## config.mk

```make
export PLATFORM = sky130hd
export DESIGN_NAME = uartTop
export DESIGN_NICKNAME = d
export VERILOG_FILES = /design/src/hdl/uartPkg.sv /design/src/hdl/uartLinkIf.sv /design/src/hdl/uartBrg.sv /design/src/hdl/uartRegs.sv /design/src/hdl/uartRx.sv /design/src/hdl/uartTop.sv /design/src/hdl/uartTx.sv
export SDC_FILE = /design/constraint.sdc
export NUM_CORES = 1
export LEC_CHECK = 0
export BUFFER_PORTS_ARGS = -buffer_cell sky130_fd_sc_hd__buf_2
export CORE_MARGIN = 3
export CORE_UTILIZATION = 40
export CTS_CLUSTER_DIAMETER = 60
export DETAILED_ROUTE_END_ITERATION = 6
export PLACE_DENSITY = 0.63
export SLEW_MARGIN = 40
export SYNTH_ARGS = -nofsm -noshare
export SYNTH_HDL_FRONTEND = slang
export SYNTH_SLANG_ARGS = --single-unit
```

## constraint.sdc

```tcl
create_clock -name clk -period 5.1 [get_ports clk]
set_input_delay 0.51 -clock clk [delete_from_list [all_inputs] [get_ports clk]]
set_output_delay 0.51 -clock clk [all_outputs]
set_load 0.005 [all_outputs]
```

## src/hdl/uartPkg.sv

```systemverilog
// Shared constants and helpers for the UART subsystem, imported by the RTL and the testbench
package uartPkg;

   //////////////////////////////////////////////////////////////////////
   // Line speed
   //////////////////////////////////////////////////////////////////////

   // Speed code, index into rateTable
   typedef logic [3:0] speedT;

   // Standard DZ11 rates in baud
   // Entry 3 is really 134.5 baud, kept here as 134
   localparam int unsigned rateTable [16] = '{
      50, 75, 110, 134, 150, 300, 600, 1200,
      1800, 2000, 2400, 3600, 4800, 7200, 9600, 115200
   };

   // Phase increment for a 16x enable from a 32-bit accumulator
   // 2^32 * 16 * rate / clkHz, rounded to nearest
   function automatic logic [31:0] brgIncr(input longint unsigned clkHz, input speedT code);
      longint unsigned scaled;
      scaled = (64'(rateTable[code]) << 36) + clkHz / 2;
      return 32'(scaled / clkHz);
   endfunction

   //////////////////////////////////////////////////////////////////////
   // Register map
   //////////////////////////////////////////////////////////////////////

   // Byte addresses, low nibble of the AXI address
   typedef enum logic [3:0] {
      ctrlAddr = 4'h0,
      statAddr = 4'h4,
      txAddr   = 4'h8,
      rxAddr   = 4'hC
   } regAddrT;

   // AXI response codes
   localparam logic [1:0] respOkay   = 2'b00;
   localparam logic [1:0] respSlvErr = 2'b10;

endpackage

```

## src/hdl/uartLinkIf.sv

```systemverilog
// Internal link between register block, baud generator, transmitter and receiver
`timescale 1ns/10ps

interface uartLinkIf;
   import uartPkg::*;

   // Control from the register block
   speedT      speed;
   logic       brgOn;
   logic       loop;
   logic [7:0] txData;
   logic       txStart;

   // 16x baud tick
   logic       brgEn;

   // Transmitter state and serial line
   logic       txBusy;
   logic       txLine;

   // Receiver results, valid with the rxDone pulse
   logic [7:0] rxData;
   logic       rxDone;
   logic       rxFrameErr;

   modport regs (output speed, brgOn, loop, txData, txStart,
                 input  txBusy, rxData, rxDone, rxFrameErr);
   modport brg  (input  speed, brgOn, output brgEn);
   modport tx   (input  brgEn, txData, txStart, output txBusy, txLine);
   modport rx   (input  brgEn, loop, txLine, output rxData, rxDone, rxFrameErr);

endinterface

```

## src/hdl/uartBrg.sv

```systemverilog
// Fractional-N baud rate generator giving a 16x enable for the transmitter and receiver
`timescale 1ns/10ps

module uartBrg #(
   parameter int unsigned clkFrq = 50000000
) (
   input  logic   clk,
   input  logic   rst,
   uartLinkIf.brg link
);
   import uartPkg::*;

   //////////////////////////////////////////////////////////////////////
   // Increment table
   //////////////////////////////////////////////////////////////////////

   logic [31:0] incrRom [16];
   logic [31:0] incr;

   // One constant per speed code from elaboration
   for (genvar i = 0; i < 16; i++)
   begin : genRom
      assign incrRom[i] = brgIncr(clkFrq, speedT'(i));
   end

   assign incr = incrRom[link.speed];

   //////////////////////////////////////////////////////////////////////
   // Phase accumulator
   //////////////////////////////////////////////////////////////////////

   logic [31:0] accum;
   logic        carry;

   // Carry out of the add is the tick one clock after the wrap
   always_ff @(posedge clk or posedge rst)
   begin
      if (rst)
      begin
         accum <= '0;
         carry <= 1'b0;
      end
      else if (!link.brgOn)
      begin
         // Park at zero while disabled so the restart phase is known
         accum <= '0;
         carry <= 1'b0;
      end
      else
      begin
         {carry, accum} <= {1'b0, accum} + {1'b0, incr};
      end
   end

   assign link.brgEn = carry;

endmodule

```

## src/hdl/uartRegs.sv

```systemverilog
// AXI4-Lite register block for control, status and byte transfer of the UART
`timescale 1ns/10ps

module uartRegs (
   input  logic        clk,
   input  logic        rst,
   input  logic [31:0] awaddr,
   input  logic        awvalid,
   output logic        awready,
   input  logic [31:0] wdata,
   input  logic [3:0]  wstrb,
   input  logic        wvalid,
   output logic        wready,
   output logic [1:0]  bresp,
   output logic        bvalid,
   input  logic        bready,
   input  logic [31:0] araddr,
   input  logic        arvalid,
   output logic        arready,
   output logic [31:0] rdata,
   output logic [1:0]  rresp,
   output logic        rvalid,
   input  logic        rready,
   uartLinkIf.regs     link
);
   import uartPkg::*;

   logic        wrAccept;
   logic        wrOk;
   logic        wrByte;
   logic        rdAccept;
   logic        rdOk;
   regAddrT     wrAddr;
   regAddrT     rdAddr;
   logic [31:0] rdMux;
   logic [5:0]  ctrlQ;
   logic        txStartQ;
   logic [7:0]  txDataQ;
   logic [7:0]  rxDataQ;
   logic        rxValid;
   logic        overrun;
   logic        frameErr;
   logic        txDrop;
   logic        txBusyAny;

   // Four word-aligned registers, everything else is an error
   function automatic logic addrOk(input logic [31:0] addr);
      return (addr[31:4] == '0) && (addr[1:0] == 2'b00);
   endfunction

   //////////////////////////////////////////////////////////////////////
   // AXI handshakes
   //////////////////////////////////////////////////////////////////////

   // No new request while a response is still held
   assign wrAccept  = awvalid && wvalid && !bvalid;
   assign awready   = wrAccept;
   assign wready    = wrAccept;
   assign rdAccept  = arvalid && !rvalid;
   assign arready   = rdAccept;
   assign wrAddr    = regAddrT'(awaddr[3:0]);
   assign rdAddr    = regAddrT'(araddr[3:0]);
   assign wrOk      = addrOk(awaddr);
   assign rdOk      = addrOk(araddr);
   assign wrByte    = wrAccept && wrOk && wstrb[0];
   assign txBusyAny = link.txBusy || txStartQ;

   always_ff @(posedge clk or posedge rst)
   begin
      if (rst)
      begin
         bvalid <= 1'b0;
         rvalid <= 1'b0;
      end
      else
      begin
         if (wrAccept)
            bvalid <= 1'b1;
         else if (bready)
            bvalid <= 1'b0;
         if (rdAccept)
            rvalid <= 1'b1;
         else if (rready)
            rvalid <= 1'b0;
      end
   end

   // Response payload
   always_ff @(posedge clk)
   begin
      if (wrAccept)
         bresp <= wrOk ? respOkay : respSlvErr;
      if (rdAccept)
      begin
         rdata <= rdOk ? rdMux : '0;
         rresp <= rdOk ? respOkay : respSlvErr;
      end
   end

   //////////////////////////////////////////////////////////////////////
   // Control and status
   //////////////////////////////////////////////////////////////////////

   always_ff @(posedge clk or posedge rst)
   begin
      if (rst)
      begin
         ctrlQ    <= '0;
         txStartQ <= 1'b0;
         rxValid  <= 1'b0;
         overrun  <= 1'b0;
         frameErr <= 1'b0;
         txDrop   <= 1'b0;
      end
      else
      begin
         txStartQ <= 1'b0;
         if (wrByte)
         begin
            case (wrAddr)
               ctrlAddr: ctrlQ <= wdata[5:0];
               statAddr:
               begin
                  // Write one to clear the sticky flags
                  if (wdata[2])
                     overrun <= 1'b0;
                  if (wdata[3])
                     frameErr <= 1'b0;
                  if (wdata[4])
                     txDrop <= 1'b0;
               end
               txAddr:
                  if (txBusyAny)
                     txDrop <= 1'b1;
                  else
                     txStartQ <= 1'b1;
               default: ;
            endcase
         end
         if (rdAccept && rdOk && rdAddr == rxAddr)
            rxValid <= 1'b0;
         // New byte wins over a same-cycle read or clear
         if (link.rxDone)
         begin
            rxValid <= 1'b1;
            if (rxValid)
               overrun <= 1'b1;
            if (link.rxFrameErr)
               frameErr <= 1'b1;
         end
      end
   end

   // Byte holding registers
   always_ff @(posedge clk)
   begin
      if (wrByte && wrAddr == txAddr && !txBusyAny)
         txDataQ <= wdata[7:0];
      if (link.rxDone)
         rxDataQ <= link.rxData;
   end

   always_comb
   begin
      rdMux = '0;
      case (rdAddr)
         ctrlAddr: rdMux[5:0] = ctrlQ;
         statAddr: rdMux[4:0] = {txDrop, frameErr, overrun, rxValid, txBusyAny};
         txAddr:   rdMux[7:0] = txDataQ;
         rxAddr:   rdMux[7:0] = rxDataQ;
         default:  rdMux = '0;
      endcase
   end

   assign link.speed   = ctrlQ[3:0];
   assign link.brgOn   = ctrlQ[4];
   assign link.loop    = ctrlQ[5];
   assign link.txData  = txDataQ;
   assign link.txStart = txStartQ;

   // Responses hold, unchanged, until taken
   bHold: assert property (@(posedge clk) disable iff (rst)
      bvalid && !bready |=> bvalid && $stable(bresp));
   rHold: assert property (@(posedge clk) disable iff (rst)
      rvalid && !rready |=> rvalid && $stable(rdata) && $stable(rresp));

endmodule

```

## src/hdl/uartRx.sv

```systemverilog
// 8N1 receiver with 16x oversampling, start-bit check and stop-bit framing check
`timescale 1ns/10ps

module uartRx (
   input  logic  clk,
   input  logic  rst,
   input  logic  rxd,
   uartLinkIf.rx link
);

   typedef enum logic [1:0] {
      idle,
      start,
      data,
      stop
   } rxStateT;

   rxStateT    state;
   logic [1:0] rxSync;
   logic       rxIn;
   logic       rxPrev;
   logic [3:0] tickCnt;
   logic [2:0] bitCnt;
   logic [7:0] shiftReg;
   logic       doneQ;
   logic       errQ;
   logic       midBit;
   logic       halfBit;

   //////////////////////////////////////////////////////////////////////
   // Input conditioning
   //////////////////////////////////////////////////////////////////////

   // Two-stage synchronizer for the pin
   always_ff @(posedge clk or posedge rst)
   begin
      if (rst)
      begin
         rxSync <= 2'b11;
         rxPrev <= 1'b1;
      end
      else
      begin
         rxSync <= {rxSync[0], rxd};
         rxPrev <= rxIn;
      end
   end

   // Internal loopback takes the transmitter line directly
   assign rxIn = link.loop ? link.txLine : rxSync[1];

   // Middle of start bit, then middle of each later bit
   assign halfBit = link.brgEn && (tickCnt == 4'h7);
   assign midBit  = link.brgEn && (tickCnt == 4'hF);

   //////////////////////////////////////////////////////////////////////
   // Frame sequencer
   //////////////////////////////////////////////////////////////////////

   always_ff @(posedge clk or posedge rst)
   begin
      if (rst)
      begin
         state   <= idle;
         tickCnt <= '0;
         bitCnt  <= '0;
         doneQ   <= 1'b0;
         errQ    <= 1'b0;
      end
      else
      begin
         doneQ <= 1'b0;
         if (state != idle && link.brgEn)
            tickCnt <= tickCnt + 4'd1;
         case (state)
            idle:
               if (rxPrev && !rxIn)
               begin
                  state   <= start;
                  tickCnt <= '0;
               end
            start:
               if (halfBit)
               begin
                  // Still low half a bit later, else a glitch
                  state   <= rxIn ? idle : data;
                  tickCnt <= '0;
                  bitCnt  <= '0;
               end
            data:
               if (midBit)
               begin
                  bitCnt <= bitCnt + 3'd1;
                  if (bitCnt == 3'd7)
                     state <= stop;
               end
            stop:
               if (midBit)
               begin
                  state <= idle;
                  doneQ <= 1'b1;
                  errQ  <= !rxIn;
               end
         endcase
      end
   end

   // Shift in from the top so the first bit lands in bit 0
   always_ff @(posedge clk)
   begin
      if (state == data && midBit)
         shiftReg <= {rxIn, shiftReg[7:1]};
   end

   assign link.rxData     = shiftReg;
   assign link.rxDone     = doneQ;
   assign link.rxFrameErr = errQ;

endmodule

```

## src/hdl/uartTop.sv

```systemverilog
// UART subsystem top level, AXI4-Lite on plain ports and one 8N1 serial channel
`timescale 1ns/10ps

module uartTop #(
   parameter int unsigned clkFrq = 50000000
) (
   input  logic        clk,
   input  logic        rst,
   input  logic [31:0] awaddr,
   input  logic        awvalid,
   output logic        awready,
   input  logic [31:0] wdata,
   input  logic [3:0]  wstrb,
   input  logic        wvalid,
   output logic        wready,
   output logic [1:0]  bresp,
   output logic        bvalid,
   input  logic        bready,
   input  logic [31:0] araddr,
   input  logic        arvalid,
   output logic        arready,
   output logic [31:0] rdata,
   output logic [1:0]  rresp,
   output logic        rvalid,
   input  logic        rready,
   input  logic        rxd,
   output logic        txd
);

   // Shared link among the four blocks
   uartLinkIf link ();

   //////////////////////////////////////////////////////////////////////
   // Blocks
   //////////////////////////////////////////////////////////////////////

   uartRegs uartRegs_i (
      .clk     (clk),
      .rst     (rst),
      .awaddr  (awaddr),
      .awvalid (awvalid),
      .awready (awready),
      .wdata   (wdata),
      .wstrb   (wstrb),
      .wvalid  (wvalid),
      .wready  (wready),
      .bresp   (bresp),
      .bvalid  (bvalid),
      .bready  (bready),
      .araddr  (araddr),
      .arvalid (arvalid),
      .arready (arready),
      .rdata   (rdata),
      .rresp   (rresp),
      .rvalid  (rvalid),
      .rready  (rready),
      .link    (link.regs)
   );

   // Only the baud generator depends on the clock rate
   uartBrg #(.clkFrq(clkFrq)) uartBrg_i (.clk(clk), .rst(rst), .link(link.brg));

   uartTx uartTx_i (.clk(clk), .rst(rst), .link(link.tx));

   uartRx uartRx_i (.clk(clk), .rst(rst), .rxd(rxd), .link(link.rx));

   assign txd = link.txLine;

endmodule

```

## src/hdl/uartTx.sv

```systemverilog
// 8N1 transmitter, serializes one byte per txStart on the 16x baud enable
`timescale 1ns/10ps

module uartTx (
   input  logic  clk,
   input  logic  rst,
   uartLinkIf.tx link
);

   typedef enum logic [1:0] {
      idle,
      start,
      data,
      stop
   } txStateT;

   txStateT    state;
   logic [3:0] tickCnt;
   logic [2:0] bitCnt;
   logic [7:0] shiftReg;
   logic       busy;
   logic       bitEnd;

   // Last of the sixteen ticks in a bit
   assign bitEnd = link.brgEn && (tickCnt == 4'hF);

   //////////////////////////////////////////////////////////////////////
   // Frame sequencer
   //////////////////////////////////////////////////////////////////////

   always_ff @(posedge clk or posedge rst)
   begin
      if (rst)
      begin
         state   <= idle;
         tickCnt <= '0;
         bitCnt  <= '0;
         busy    <= 1'b0;
      end
      else
      begin
         // Tick counter wraps by itself, held at zero in idle
         if (state != idle && link.brgEn)
            tickCnt <= tickCnt + 4'd1;
         case (state)
            idle:
               if (link.txStart)
                  busy <= 1'b1;
               else if (busy && link.brgEn)
                  // Byte pending, start bit lines up with a tick
                  state <= start;
            start:
               if (bitEnd)
               begin
                  state  <= data;
                  bitCnt <= '0;
               end
            data:
               if (bitEnd)
               begin
                  bitCnt <= bitCnt + 3'd1;
                  if (bitCnt == 3'd7)
                     state <= stop;
               end
            stop:
               if (bitEnd)
               begin
                  state <= idle;
                  busy  <= 1'b0;
               end
         endcase
      end
   end

   // Data shifter, LSB goes out first
   always_ff @(posedge clk)
   begin
      if (link.txStart)
         shiftReg <= link.txData;
      else if (state == data && bitEnd)
         shiftReg <= shiftReg >> 1;
   end

   // Line idles high, low for start
   assign link.txLine = (state == start) ? 1'b0 :
                        (state == data)  ? shiftReg[0] : 1'b1;
   assign link.txBusy = busy;

   // Register block must respect busy
   txNoOverlap: assert property (@(posedge clk) disable iff (rst)
      link.txStart |-> !link.txBusy);

endmodule

```

Word-level counts from Yosys, hierarchy flattened
Memory sizes are Yosys's and may differ from the RTL's.
Index checks and enable logic that the tools add are counted.
{"block": "word_totals", "n_memories": 1, "ram_bits": 0, "regBits": 138, "out_inout_bits": 42, "inputBits": 108, "mem_bits_ro": 512, "latch_bits": 0, "wordCells": 183}
{"block": "op_classes", "multipliers": 0, "reduce_logical": 51, "eq_ne": 30, "n_mux": 65, "div": 0, "n_lt_le_gt_ge": 1, "addsub": 5, "bitwise_logic": 1, "shift": 0}
{"memory": "(no name shown)", "words": 16, "width": 32, "rd": 1, "rd_clocked_by_memory_dff": 0, "wr": 0, "line": "uartBrg.sv:26", "source": "assign incr = incrRom[link.speed];"}
{"operator": "32-bit 2-to-1 mux", "n": 3}
{"operator": "28-bit zero test", "n": 2}
{"operator": "32-bit by 32-bit adder with 33-bit output", "n": 1}
{"operator": "1-bit 2-to-1 mux", "n": 29}
{"operator": "2-bit 2-to-1 mux", "n": 14}
{"operator": "2-bit by 1-bit inequality test with 1-bit output, second input constant", "n": 11}
{"operator": "4-bit == test, second input constant", "n": 5}
{"operator": "1-bit logical AND", "n": 20}
{"operator": "5-bit case mux with 4 select lines", "n": 1}
{"operator": "2-bit nonzero test", "n": 10}
{"operator": "8-bit 2-to-1 mux", "n": 2}
{"operator": "2-bit case mux with 4 select lines", "n": 2}
{"operator": "4-bit by 3-bit == test with 1-bit output, second input constant", "n": 3}
{"operator": "3-bit 2-to-1 mux", "n": 4}
{"operator": "4-bit 2-to-1 mux", "n": 3}
{"operator": "3-bit case mux with 2 select lines", "n": 2}
{"operator": "3-bit AND reduction", "n": 3}
{"operator": "4-bit by 1-bit adder with 4-bit output, second input constant", "n": 2}
{"operator": "2-bit == test, second input constant", "n": 4}
{"operator": "2-bit zero test", "n": 4}
{"operator": "4-bit zero test", "n": 2}
{"operator": "4-bit case mux with 2 select lines", "n": 1}
{"operator": "3-bit by 1-bit adder with 3-bit output, second input constant", "n": 2}
{"operator": "3-bit == test, second input constant", "n": 2}
{"operator": "13 further kinds", "n": 21}

Depth between registers and ports, before layout
Gate-level depths: netlist of run 1.
{"block": "logic_depth", "depth_word": 8, "depth_mapped": 16, "ltp_nobuf": 15}

Hierarchy
From an unflattened synthesis of run 1, not the netlist that was laid out.
{"block": "unflattened", "cells_unflattened": 684, "hier_area_um2": 6896.6}
{"module": "uartBrg", "n_inst": 1, "seq_area_each_um2": 825.8, "cells_each": 387, "area_each_um2": 3121.7}
{"module": "uartRegs", "n_inst": 1, "seq_area_each_um2": 1106.1, "cells_each": 153, "area_each_um2": 1929.4}
{"module": "uartRx", "n_inst": 1, "seq_area_each_um2": 594.3, "cells_each": 75, "area_each_um2": 960.9}
{"module": "uartTx", "n_inst": 1, "seq_area_each_um2": 490.5, "cells_each": 69, "area_each_um2": 884.6}

Worst setup path after synthesis of run 1
Ideal clock, no wire load.
{"block": "synth_path", "path_kind": "reg2reg", "startpoint": "register uartRegs_i.ctrlQ[0]", "endpoint": "register uartBrg_i.accum[30]", "n_path_buf": 1, "path_stages_with_launch": 17, "path_slack_ns": 1.432, "arrival_ns": 3.588, "setup_ns": 0.080, "path_cell_list": "dfrtp_1 -> clkbuf_1 -> inv_1 -> ha_1 -> nand2b_1 -> o211ai_1 -> o31a_1 -> inv_1 -> fa_1 -> nor2b_1 -> o2111ai_1 -> a31oi_1 -> o21ai_0 -> o211ai_1 -> a211oi_1 -> or3_1 -> a21oi_1"}
{"block": "synth_via", "elab_chain_cells": 6}
{"item": "from (decl)", "line": "uartRegs.sv:36", "source": "logic [5:0] ctrlQ;"}
{"item": "from (signal assigned)", "line": "uartRegs.sv:121", "source": "ctrlAddr: ctrlQ <= wdata[5:0];"}
{"item": "4-bit NOT with 5-bit output (not written as such)", "line": "uartBrg.sv:26"}
{"item": "memory 16 x 32 bit"}
{"item": "32-bit 2-to-1 mux (not written as such) (2 in series)", "line": "uartBrg.sv:26"}
{"item": "32-bit by 32-bit adder with 33-bit output", "line": "uartBrg.sv:51", "source": "{carry, accum} <= {1'b0, accum} + {1'b0, incr};"}
{"item": "32-bit 2-to-1 mux", "line": "uartBrg.sv:43", "source": "else if (!link.brgOn)"}
{"item": "to (signal assigned)", "line": "uartBrg.sv:51"}
{"item": "to (decl)", "line": "uartBrg.sv:32", "source": "logic [31:0] accum;"}
Every way passes these cells. The select of a mux whose other input is x is not followed.
A chain may end at the register's enable or synchronous reset.

Worst setup path after layout of run 1
Same ends and word-level chain as after synthesis.

==> results of run 1 <==
## kinds of logic (layout without fill, tap and decap cells)
kind of cell             count (synthesis)  in the layout  synth area share
multiplexers                            37             37            0.0668
adder cells (fa/ha/maj)                 51             51            0.0950
other                                    1             26          0.000552
buffers and inverters                   72            146            0.0574
flip-flops                             112            112             0.444
AND/OR/NAND/NOR                        220            220             0.163
XOR/XNOR                                29             29            0.0374
AO/OA/AOI/OAI                          143            143             0.137
## layer usage
layer | track usage | wire length (um) | part of all wire | vias to the layer above
met5 | 0 | 0 | 0 | -
met4 | 0.0342 | 123 | 0.0086 | 0
met3 | 0.0389 | 811 | 0.057 | 10
met2 | 0.253 | 6570 | 0.46 | 147
met1 | 0.217 | 6750 | 0.47 | 2411
li1 | - | - | - | 2539
## path summary, 6_finish.rpt
kind	depth (start not counted)	to	from	slack (ns)
setup / recovery	16	uartBrg_i.accum[30]	uartRegs_i.ctrlQ[0]	1.01
hold / removal	2	uartBrg_i.accum[16]	rst	0.16
setup reg to reg	16	uartBrg_i.accum[30]	uartRegs_i.ctrlQ[0]	1.01
hold reg to reg	0	uartRx_i.rxSync[1]	uartRx_i.rxSync[0]	0.36
max in group asynchronous	3	uartBrg_i.accum[3]	rst	3.92
min in group clk	1	uartRx_i.rxSync[0]	rxd	0.25
## layout by cell type, fill, tap and decap left out, types with 13 or more instances in the layout
master,instances
nor2_1,58
dfrtp_1,67
nor4_1,14
nand2_1,53
xnor2_1,20
a21o_1,15
o21ai_0,38
nand2b_1,13
inv_1,23
ha_1,50
conb_1,26
a21oi_1,37
mux2_2,17
edfxtp_1,42
mux2i_1,15
buf_2,96
## layout make-up
cell class	instances	area (um^2)	share of cell area
flip-flops and latches	112	3020	0.390
clock buffers	10	250	0.0323
clock inverters	6	70.1	0.00905
repair buffers	105	548	0.0708
multi-input cells	506	3490	0.450
well taps	220	275	0.0356
inverters	25	93.8	0.0121
## power groups by stage
stage / registers [W] / logic, W / clock network, W
5_1_grt: 0.000966 / 0.000196 / 0.000794
2_1_floorplan: 0.000980 / 0.000118 / 0
3_5_place_dp: 0.000982 / 0.000170 / 0
3_3_place_gp: 0.000981 / 0.000170 / 0
6_report: 0.000962 / 0.000168 / 0.000732
4_1_cts: 0.000963 / 0.000171 / 0.000762
## registers in the layout, indices dropped and copies added, names as in the netlist, 2 cells and up, named ones only
signal,flops
uartBrg_i.accum,32
uartRegs_i.link.txData,8
uartRegs_i.rdata,8
uartRegs_i.rxDataQ,8
uartRx_i.link.rxData,8
uartTx_i.shiftReg,8
uartRegs_i.ctrlQ,6
uartRx_i.tickCnt,4
uartTx_i.tickCnt,4
uartRx_i.bitCnt,3
uartTx_i.bitCnt,3
uartRx_i.rxSync,2
uartTx_i.state,2
## per-stage QoR
stage / hold WS, ns / area, um^2 / cells / setup WS, ns
after CTS: 0.178 / 7740 / 984 / 0.982
after floorplan: 0.345 / 6890 / 690 / 1.43
final: 0.161 / 7740 / 984 / 1.01
after global placement: 0.347 / 7420 / 968 / 1.03
after global routing: 0.194 / 7740 / 984 / 0.683
after detailed placement: 0.347 / 7420 / 968 / 1.02
## cells in the mapped netlist (all sizes together) (2+ instances only)
master,count
nor3,10
or2,4
mux4,5
nor2b,12
a311oi,2
and2,9
o21ai,38
o31ai,2
nand4b,3
inv,24
mux2,17
and4,3
clkbuf,18
nor3b,2
nand3,9
ha,50
nor4,14
a31oi,12
buf,29
nand2b,13
xnor2,20
nand4,12
o21a,4
nand2,54
or4,2
dfstp,3
a21boi,2
o211ai,5
o31a,3
a21oi,37
edfxtp,42
a22o,7
xor2,9
nor2,59
a211oi,4
o21bai,3
dfrtp,67
nand3b,3
a21o,16
mux2i,15
and3,7
## worst max-delay path: stages (launching register included)
cell and delay, ns:
dfrtp_1 0.38, buf_4 0.19, ha_1 0.25, nand2b_1 0.12
nor2_1 0.05, a311oi_1 0.29, ha_1 0.23, inv_1 0.05
fa_1 0.38, nor2b_1 0.21, o2111ai_1 0.17, a31oi_1 0.43
o21ai_0 0.18, o211ai_1 0.28, a211oi_1 0.28, or3_1 0.37
a21oi_1 0.15
==> flow_summary.yaml, run 1 <==
pwr:
  netSwitchingFraction: 0.249
  comb_power_share: 0.090
  p_int_w: 0.00140
  p_sw_w: 0.000464
  total_power_w: 0.00186
  vdd_drop_max_mv: 0.175
  power_density_nw_per_um2: 241
  power_leakage_nw: 3.44
  p_clk_frac: 0.393
  sequentialPowerShare: 0.517
synth:
  postSynthCellCount: 665
  synthArstFlopShare: 0.625
  avgSynthCellArea_um2: 10.2
  synth-edff-count: 42
  yosysWarnings: 0
  synth-seq-cells: 112
  synthTopCellsByArea: "dfrtp_1 25%, edfxtp_1 19%, ha_1 9.2%"
  synth_top_area_frac: 0.247
  yosysUniqueCellTypes: 64
  syn_area_um2: 6800
  yosys.area.top_type: "dfrtp_1"
  synthFlopType: "dfrtp_1"
  yosysSeqAreaShare: 0.444
cts:
  tritoncts: "built"
  cts_resized: 0
  cts_buffer_depth: 2
  cts_setup_buffers: 0
  numCtsBuffers: 9
  cts_hold_buf: 0
  cts_max_level: 3
  clk_pin_slew_ns: 0.08
  clock-sinks: 112
  clk_latency_ns: 0.36
  root_buffer: "clkbuf_16"
sta:
  hold_viol_final: 0
  fin_crit_sh: 0.802
  relSlewSlack: 0.566
  worst_pin_slew_ns: 0.651
  rsz0062_at_grt: "false"
  min_period_ns: 4.09
  slew_violations: 0
  fin_tns_setup_ns: 0
  finClkSkew_ns: 0.00837
  setup_viol: 0
  fmax_ghz: 0.245
route:
  drt_wl_total_mm: 14.3
  initialDrtViolationCount: 302
  antenna_violating_nets_post_route: 0
  vias_per_cell: 5.19
  drc: 0
  drt_first_pass_iters: 4
  num_vias: 5107
  drt-wirelength-per-cell_um: 14.5
grt:
  grt_usage: 0.158
  antenna_found_initial: 0
  grt_pass1_wl_mm: 23.3
  grt_start_max_net_pins: 52
  overflow: 0
  grt_pass1_vias: 4823
placement:
  numPortBuffers: 96
  gp_congestion: 0.824
  place_hpwl_mm: 10.9
worst_setup_path:
  arrival_ns: 4.36
  path_max_fanout: 15
  cp_data_required_time_ns: 5.37
  worstSetupEndpointType: "register"
  startpoint_type: "register"
  crit_type: "reg2reg"
die:
  dieArea_um2: 18600
  io_pins: 150
  num_rows: 47
  fp.dieW_um: 136
  start_util: 0.410
  die_h_um: 136
  coreArea_um2: 16600
final_layout:
  fin_nets: 918
  utilization: 0.467
  antenna_cells: 0
  syn2layout_area_growth_pct: 13.8
  nFillCells: 1573
  layout-drive-gt1-share: 0.208
status:
  status: "finished clean"
job:
  drv_cap: 0
hold_path:
  hold_path.class: "in2async"
(Power assumes the default switching activity.)
==> run 2, diff against run 1 <==
ABC_AREA = 1   (was default)
PLACE_DENSITY = 0.64   (was 0.63)
clock period = 3.7 ns   (was 5.1 ns; I/O delays follow)
==> run 2 against run 1 <==
Compared with the run above: clock power up 28%; via count up 27%; wire length up 23%; non-clock buffer count down 5; setup slack worse by 0.57 ns; flip-flop and latch count unchanged; largest power group unchanged.
==> flow_summary.yaml, run 2 <==
job:
  drv_cap: 0
grt:
  grt_pass1_vias: 5998
  grt_usage: 0.175
  grt_pass1_wl_mm: 28.8
  antenna_found_initial: 0
  overflow: 0
  grt_start_max_net_pins: 46
route:
  antenna_violating_nets_post_route: 0
  drc: 0
  vias_per_cell: 4.73
  drt_first_pass_iters: 5
  num_vias: 6475
  drt-wirelength-per-cell_um: 12.8
  initialDrtViolationCount: 508
  drt_wl_total_mm: 17.5
die:
  dieArea_um2: 20500
  fp.dieW_um: 143
  coreArea_um2: 18200
  start_util: 0.412
  io_pins: 150
  num_rows: 49
  die_h_um: 143
worst_setup_path:
  worstSetupEndpointType: "register"
  arrival_ns: 3.51
  crit_type: "reg2reg"
  cp_data_required_time_ns: 3.95
  startpoint_type: "register"
  path_max_fanout: 10
status:
  status: "finished clean"
sta:
  relSlewSlack: 0.515
  worst_pin_slew_ns: 0.722
  min_period_ns: 3.26
  rsz0062_at_grt: "false"
  fin_tns_setup_ns: 0
  finClkSkew_ns: 0.00623
  hold_viol_final: 0
  fmax_ghz: 0.306
  fin_crit_sh: 0.882
  hold_slack_ns: 0.0118
  slew_violations: 0
  setup_viol: 0
cts:
  tritoncts: "built"
  root_buffer: "clkbuf_16"
  cts_buffer_depth: 2
  clock-sinks: 112
  cts_hold_buf: 0
  cts_max_level: 3
  cts_setup_buffers: 0
  clk_pin_slew_ns: 0.08
  cts_resized: 0
  numCtsBuffers: 9
  clk_latency_ns: 0.36
synth:
  synth_top_area_frac: 0.223
  syn_area_um2: 7510
  avgSynthCellArea_um2: 7.24
  synth-edff-count: 42
  synthFlopType: "dfrtp_1"
  synth-seq-cells: 112
  synthTopCellsByArea: "dfrtp_1 22%, edfxtp_1 17%, nand2_1 15%"
  postSynthCellCount: 1038
  yosysWarnings: 0
  synth_commonest_cells: "297 x nand2_1, 171 x inv_1, 134 x nor2_1"
  synth.most_common_cell: "nand2_1"
  yosys.area.top_type: "dfrtp_1"
  synthArstFlopShare: 0.625
  yosysSeqAreaShare: 0.402
  yosysUniqueCellTypes: 48
final_layout:
  layout-drive-gt1-share: 0.126
  fin_nets: 1294
  layout_common_cells: "297 x nand2_1, 170 x inv_1, 134 x nor2_1, 96 x buf_2, 67 x dfrtp_1"
  fin_cells: 1369
  utilization: 0.462
  antenna_cells: 0
  syn2layout_area_growth_pct: 12.1
  regMostFlops: "uartBrg_i.accum"
  largest_reg_flops: 32
  final_common_cell: "nand2_1"
placement:
  place_inst: 1353
  gp_congestion: 0.914
  place_hpwl_mm: 14.0
  numPortBuffers: 96
hold_path:
  hold_path.class: "in2async"
pwr:
  power_density_nw_per_um2: 291
  vdd_drop_max_mv: 0.238
  power_leakage_nw: 4.52
## run 2: kinds of logic (layout without fill, tap and decap cells)
kind of cell | count (synthesis) | count (layout) | share of synthesized area
multiplexers | 1 | 1 | 0.00150
AND/OR/NAND/NOR | 514 | 514 | 0.280
buffers and inverters | 216 | 293 | 0.123
adder cells (fa/ha/maj) | 51 | 51 | 0.0860
AO/OA/AOI/OAI | 135 | 135 | 0.0986
XOR/XNOR | 8 | 8 | 0.00933
other | 1 | 26 | 0.000499
flip-flops | 112 | 112 | 0.402
## run 2: per-stage QoR
stage          power [W]  setup WS [ns]  cell area (um^2)
2_1_floorplan    0.00147          0.983              7600
3_3_place_gp     0.00154          0.514              8140
3_5_place_dp     0.00154          0.450              8150
4_1_cts          0.00248          0.451              8420
5_1_grt          0.00255         0.0878              8420
6_report         0.00245          0.437              8420
## run 2: layer usage
layer | global-route usage | share of wire | vias to the layer above
met1 | 0.251 | 0.48 | 2883
met4 | 0.0475 | 0.013 | 0
met3 | 0.0198 | 0.054 | 14
li1 | - | - | 3419
met2 | 0.285 | 0.45 | 159
met5 | 0 | 0 | -
## run 2: worst max-delay path: stages (launching register included)
cell	delay, ns
dfrtp_1	0.55
inv_1	0.22
ha_1	0.37
or2_2	0.32
nand2_1	0.09
nor2_1	0.07
inv_1	0.06
nand2_1	0.08
fa_1	0.39
inv_1	0.12
nand3_1	0.08
nand3_1	0.17
nand2_1	0.07
nand3_1	0.16
nand2_1	0.08
nand3_1	0.15
nand2_1	0.07
nand2_1	0.06
nor2_1	0.04
## run 2: cell type report
cell class | count | area [um^2]
inverter | 177 | 669
multi-input combinational | 735 | 3660
fill | 1848 | 9790
timing repair buffer | 100 | 510
sequential | 112 | 3020
tap | 229 | 287
clock buffer | 12 | 236
clock inverter | 4 | 33.8
## run 2: worst paths after layout
path | slack [ns] | to | depth (start not counted) | start
setup / recovery | 0.44 | uartBrg_i.accum[24] | 18 | uartRegs_i.ctrlQ[1]
hold / removal | 0.01 | uartRx_i.bitCnt[0] | 2 | rst
setup reg to reg | 0.44 | uartBrg_i.accum[24] | 18 | uartRegs_i.ctrlQ[1]
hold reg to reg | 0.36 | uartRx_i.rxSync[1] | 0 | uartRx_i.rxSync[0]
max in group asynchronous | 2.94 | uartBrg_i.accum[1] | 3 | rst
min in group clk | 0.11 | uartRx_i.rxSync[0] | 1 | rxd
## run 2: power breakdown
part	switching [W]	internal, W
registers	0.00000881	0.00131
clock network	0.000467	0.000468
logic	0.000121	0.0000774
==> run 3, diff against run 2 <==
REMOVE_ABC_BUFFERS = 1   (was default)
SYNTH_HIERARCHICAL = 1   (was default)
==> run 3 against run 2 <==
Compared with the run above: largest cell class unchanged; combinational power down 11%; total power up 3.1%; sequential power about the same; critical path type unchanged.
==> flow_summary.yaml, run 3 <==
final_layout:
  regMostFlops: "uartBrg_i/accum"
  fin_nets: 1339
  largest_reg_flops: 32
  antenna_cells: 0
  final_common_cell: "nand2_1"
  syn2layout_area_growth_pct: 13.0
  layout-drive-gt1-share: 0.173
  layout_common_cells: "309 x nand2_1, 175 x inv_1, 147 x nor2_1, 96 x buf_2, 67 x dfrtp_1"
die:
  dieArea_um2: 21100
  die_h_um: 145
  coreArea_um2: 18900
  io_pins: 150
  start_util: 0.411
  num_rows: 50
  fp.dieW_um: 145
pwr:
  power_density_nw_per_um2: 288
  p_int_w: 0.00191
  vdd_drop_max_mv: 0.245
  p_clk_frac: 0.409
  comb_power_share: 0.070
  netSwitchingFraction: 0.244
  sequentialPowerShare: 0.521
  p_sw_w: 0.000617
  power_leakage_nw: 4.61
synth:
  synth.most_common_cell: "nand2_1"
  postSynthCellCount: 1083
  yosys.area.top_type: "dfrtp_1"
  yosysWarnings: 6
  synth-seq-cells: 112
  synthArstFlopShare: 0.625
  synth-edff-count: 42
  synth_commonest_cells: "309 x nand2_1, 175 x inv_1, 147 x nor2_1"
  yosysUniqueCellTypes: 43
  synth_top_area_frac: 0.216
  yosysSeqAreaShare: 0.388
  avgSynthCellArea_um2: 7.17
  synthFlopType: "dfrtp_1"
  synthTopCellsByArea: "dfrtp_1 22%, edfxtp_1 16%, nand2_1 15%"
  syn_area_um2: 7770
route:
  vias_per_cell: 4.58
  drt_first_pass_iters: 5
  antenna_violating_nets_post_route: 0
  drc: 0
  num_vias: 6632
  initialDrtViolationCount: 411
  drt-wirelength-per-cell_um: 12.3
  drt_wl_total_mm: 17.8
sta:
  fmax_ghz: 0.316
  fin_tns_setup_ns: 0
  setup_viol: 0
  relSlewSlack: 0.535
  finClkSkew_ns: 0.0127
  hold_viol_final: 0
  fin_crit_sh: 0.855
  min_period_ns: 3.16
  slew_violations: 0
  hold_slack_ns: 0.0657
  worst_pin_slew_ns: 0.695
  rsz0062_at_grt: "false"
worst_setup_path:
  arrival_ns: 3.42
  slowest_stage: "dfrtp_1"
  path_max_fanout: 11
  path_depth: 19
  crit_family: "simple AND/OR/NAND/NOR gates"
  cp_data_required_time_ns: 3.95
  reg2reg_from: "uartRegs_i/ctrlQ[1]"
  startpoint_type: "register"
  critPathMaxStageDelay_ns: 0.55
  r2r_end: "uartBrg_i/accum[24]"
  cp.buffers_inverters: 4
  critPathLaunch: "uartRegs_i/ctrlQ[1]"
  r2r_setup_slack_ns: 0.54
  rr_worst_depth: 19
  crit_type: "reg2reg"
  cpMostUsedCell: "nand2_1"
  worstSetupEndpointType: "register"
  crit_end: "uartBrg_i/accum[24]"
  crit_chain: "inv_1, ha_1, nor2_1, inv_1, nand2_1, nor2_1, inv_1, nand2_1, fa_1, inv_1, nand3_1, nand3_1, nand2_1, nand3_1, nand2_1, nand3_1, nand2_1, nand2_1, nor2_1"
grt:
  grt.met2_usage: 0.283
  grtUsageMet3: 0.0227
  gr-max-usage-layer: "met2"
  grt_pass1_vias: 6186
  grt_pass1_wl_mm: 29.5
  overflow: 0
  grt_start_max_net_pins: 34
  gr-usage-met1: 0.230
  antenna_found_initial: 0
  grt_usage: 0.167
cts:
  clk_pin_slew_ns: 0.08
  cts_hold_buf: 0
  root_buffer: "clkbuf_16"
  cts_max_level: 3
  cts_setup_buffers: 0
  clk_latency_ns: 0.36
  cts_buffer_depth: 2
  clock-sinks: 112
  tritoncts: "built"
  numCtsBuffers: 9
  cts_resized: 0
placement:
  place_hpwl_mm: 14.3
  gp_congestion: 0.876
  numPortBuffers: 96
job:
  drv_cap: 0
hold_path:
  hold_path.class: "in2async"
status:
  status: "finished clean"
[run 3: cell count changes in the layout (fill, tap and decap cells not counted), sizes merged, moves of 4 or more]
cell / change
nand2: +35
o21ai: -17
ha: -4
nor4: -4
a221oi: -4
nor2: +25
a21oi: -5
inv: +16
nor3: -5
nand4: +10
[run 3: worst min path at each step]
| stage | cells after the start | endpoint | slack (ns) |
|---|---|---|---|
| 2_1_floorplan | 1 | uartTx_i/bitCnt[0] | 0.21 |
| 3_3_place_gp | 0 | uartRx_i/rxSync[1] | 0.35 |
| 3_5_place_dp | 0 | uartRx_i/rxSync[1] | 0.35 |
| 4_1_cts | 2 | uartTx_i/tickCnt[2] | 0.05 |
| 5_1_grt | 1 | uartRx_i/rxSync[0] | 0.08 |
| 6_report | 2 | uartTx_i/tickCnt[3] | 0.07 |
[run 3: cells by family (layout without fill, tap and decap cells)]
| group | after synthesis | in the layout | share of synthesized area |
|---|---|---|---|
| other | 1 | 26 | 0.000483 |
| DFF | 112 | 112 | 0.388 |
| and+or+nand+nor | 575 | 575 | 0.319 |
| xor gates and xnor gates | 8 | 8 | 0.00902 |
| buffers and inverters | 230 | 311 | 0.128 |
| AOI/OAI and AO/OA | 110 | 110 | 0.0783 |
| adders and majority gates | 47 | 47 | 0.0767 |
[run 3: worst register-to-register path: stages, from the launching register on]
cell	delay [ns]
dfrtp_1	0.55
inv_1	0.16
ha_1	0.38
nor2_1	0.16
inv_1	0.07
nand2_1	0.11
nor2_1	0.07
inv_1	0.05
nand2_1	0.08
fa_1	0.43
inv_1	0.12
nand3_1	0.08
nand3_1	0.19
nand2_1	0.07
nand3_1	0.17
nand2_1	0.08
nand3_1	0.14
nand2_1	0.07
nand2_1	0.06
nor2_1	0.04
[run 3: final cells by class]
class                           instances  area [um^2]
Fill cell                            1984        10100
Multi-Input combinational cell        766         3850
Sequential cell                       112         3020
Inverter                              193          726
Timing Repair Buffer                  102          526
Tap cell                              260          325
Clock buffer                           11          264
Clock inverter                          5         66.3
[run 3: metrics by stage]
step	util	instances	worst slack (ns)	area [um^2]	power [W]
after floorplan	-	1071	1.03	7590	0.00144
after global placement	0.447	1433	0.649	8440	0.00152
after detailed placement	0.447	1433	0.612	8440	0.00152
after CTS	0.464	1449	0.602	8770	0.00256
after global routing	0.464	1449	0.275	8770	0.00263
final	0.464	1449	0.538	8770	0.00252
[run 3: power by group through the flow]
| stage | logic, W | registers [W] | clock network [W] |
|---|---|---|---|
| 2_1_floorplan | 0.0000975 | 0.00134 | 0 |
| 3_3_place_gp | 0.000176 | 0.00134 | 0 |
| 3_5_place_dp | 0.000179 | 0.00134 | 0 |
| 4_1_cts | 0.000179 | 0.00132 | 0.00107 |
| 5_1_grt | 0.000207 | 0.00132 | 0.00111 |
| 6_report | 0.000177 | 0.00132 | 0.00103 |
[run 3: layer usage]
layer	share of wire	vias to the layer above
met5	0	-
met4	0.013	0
met3	0.042	19
met2	0.48	153
met1	0.47	2946
li1	-	3514
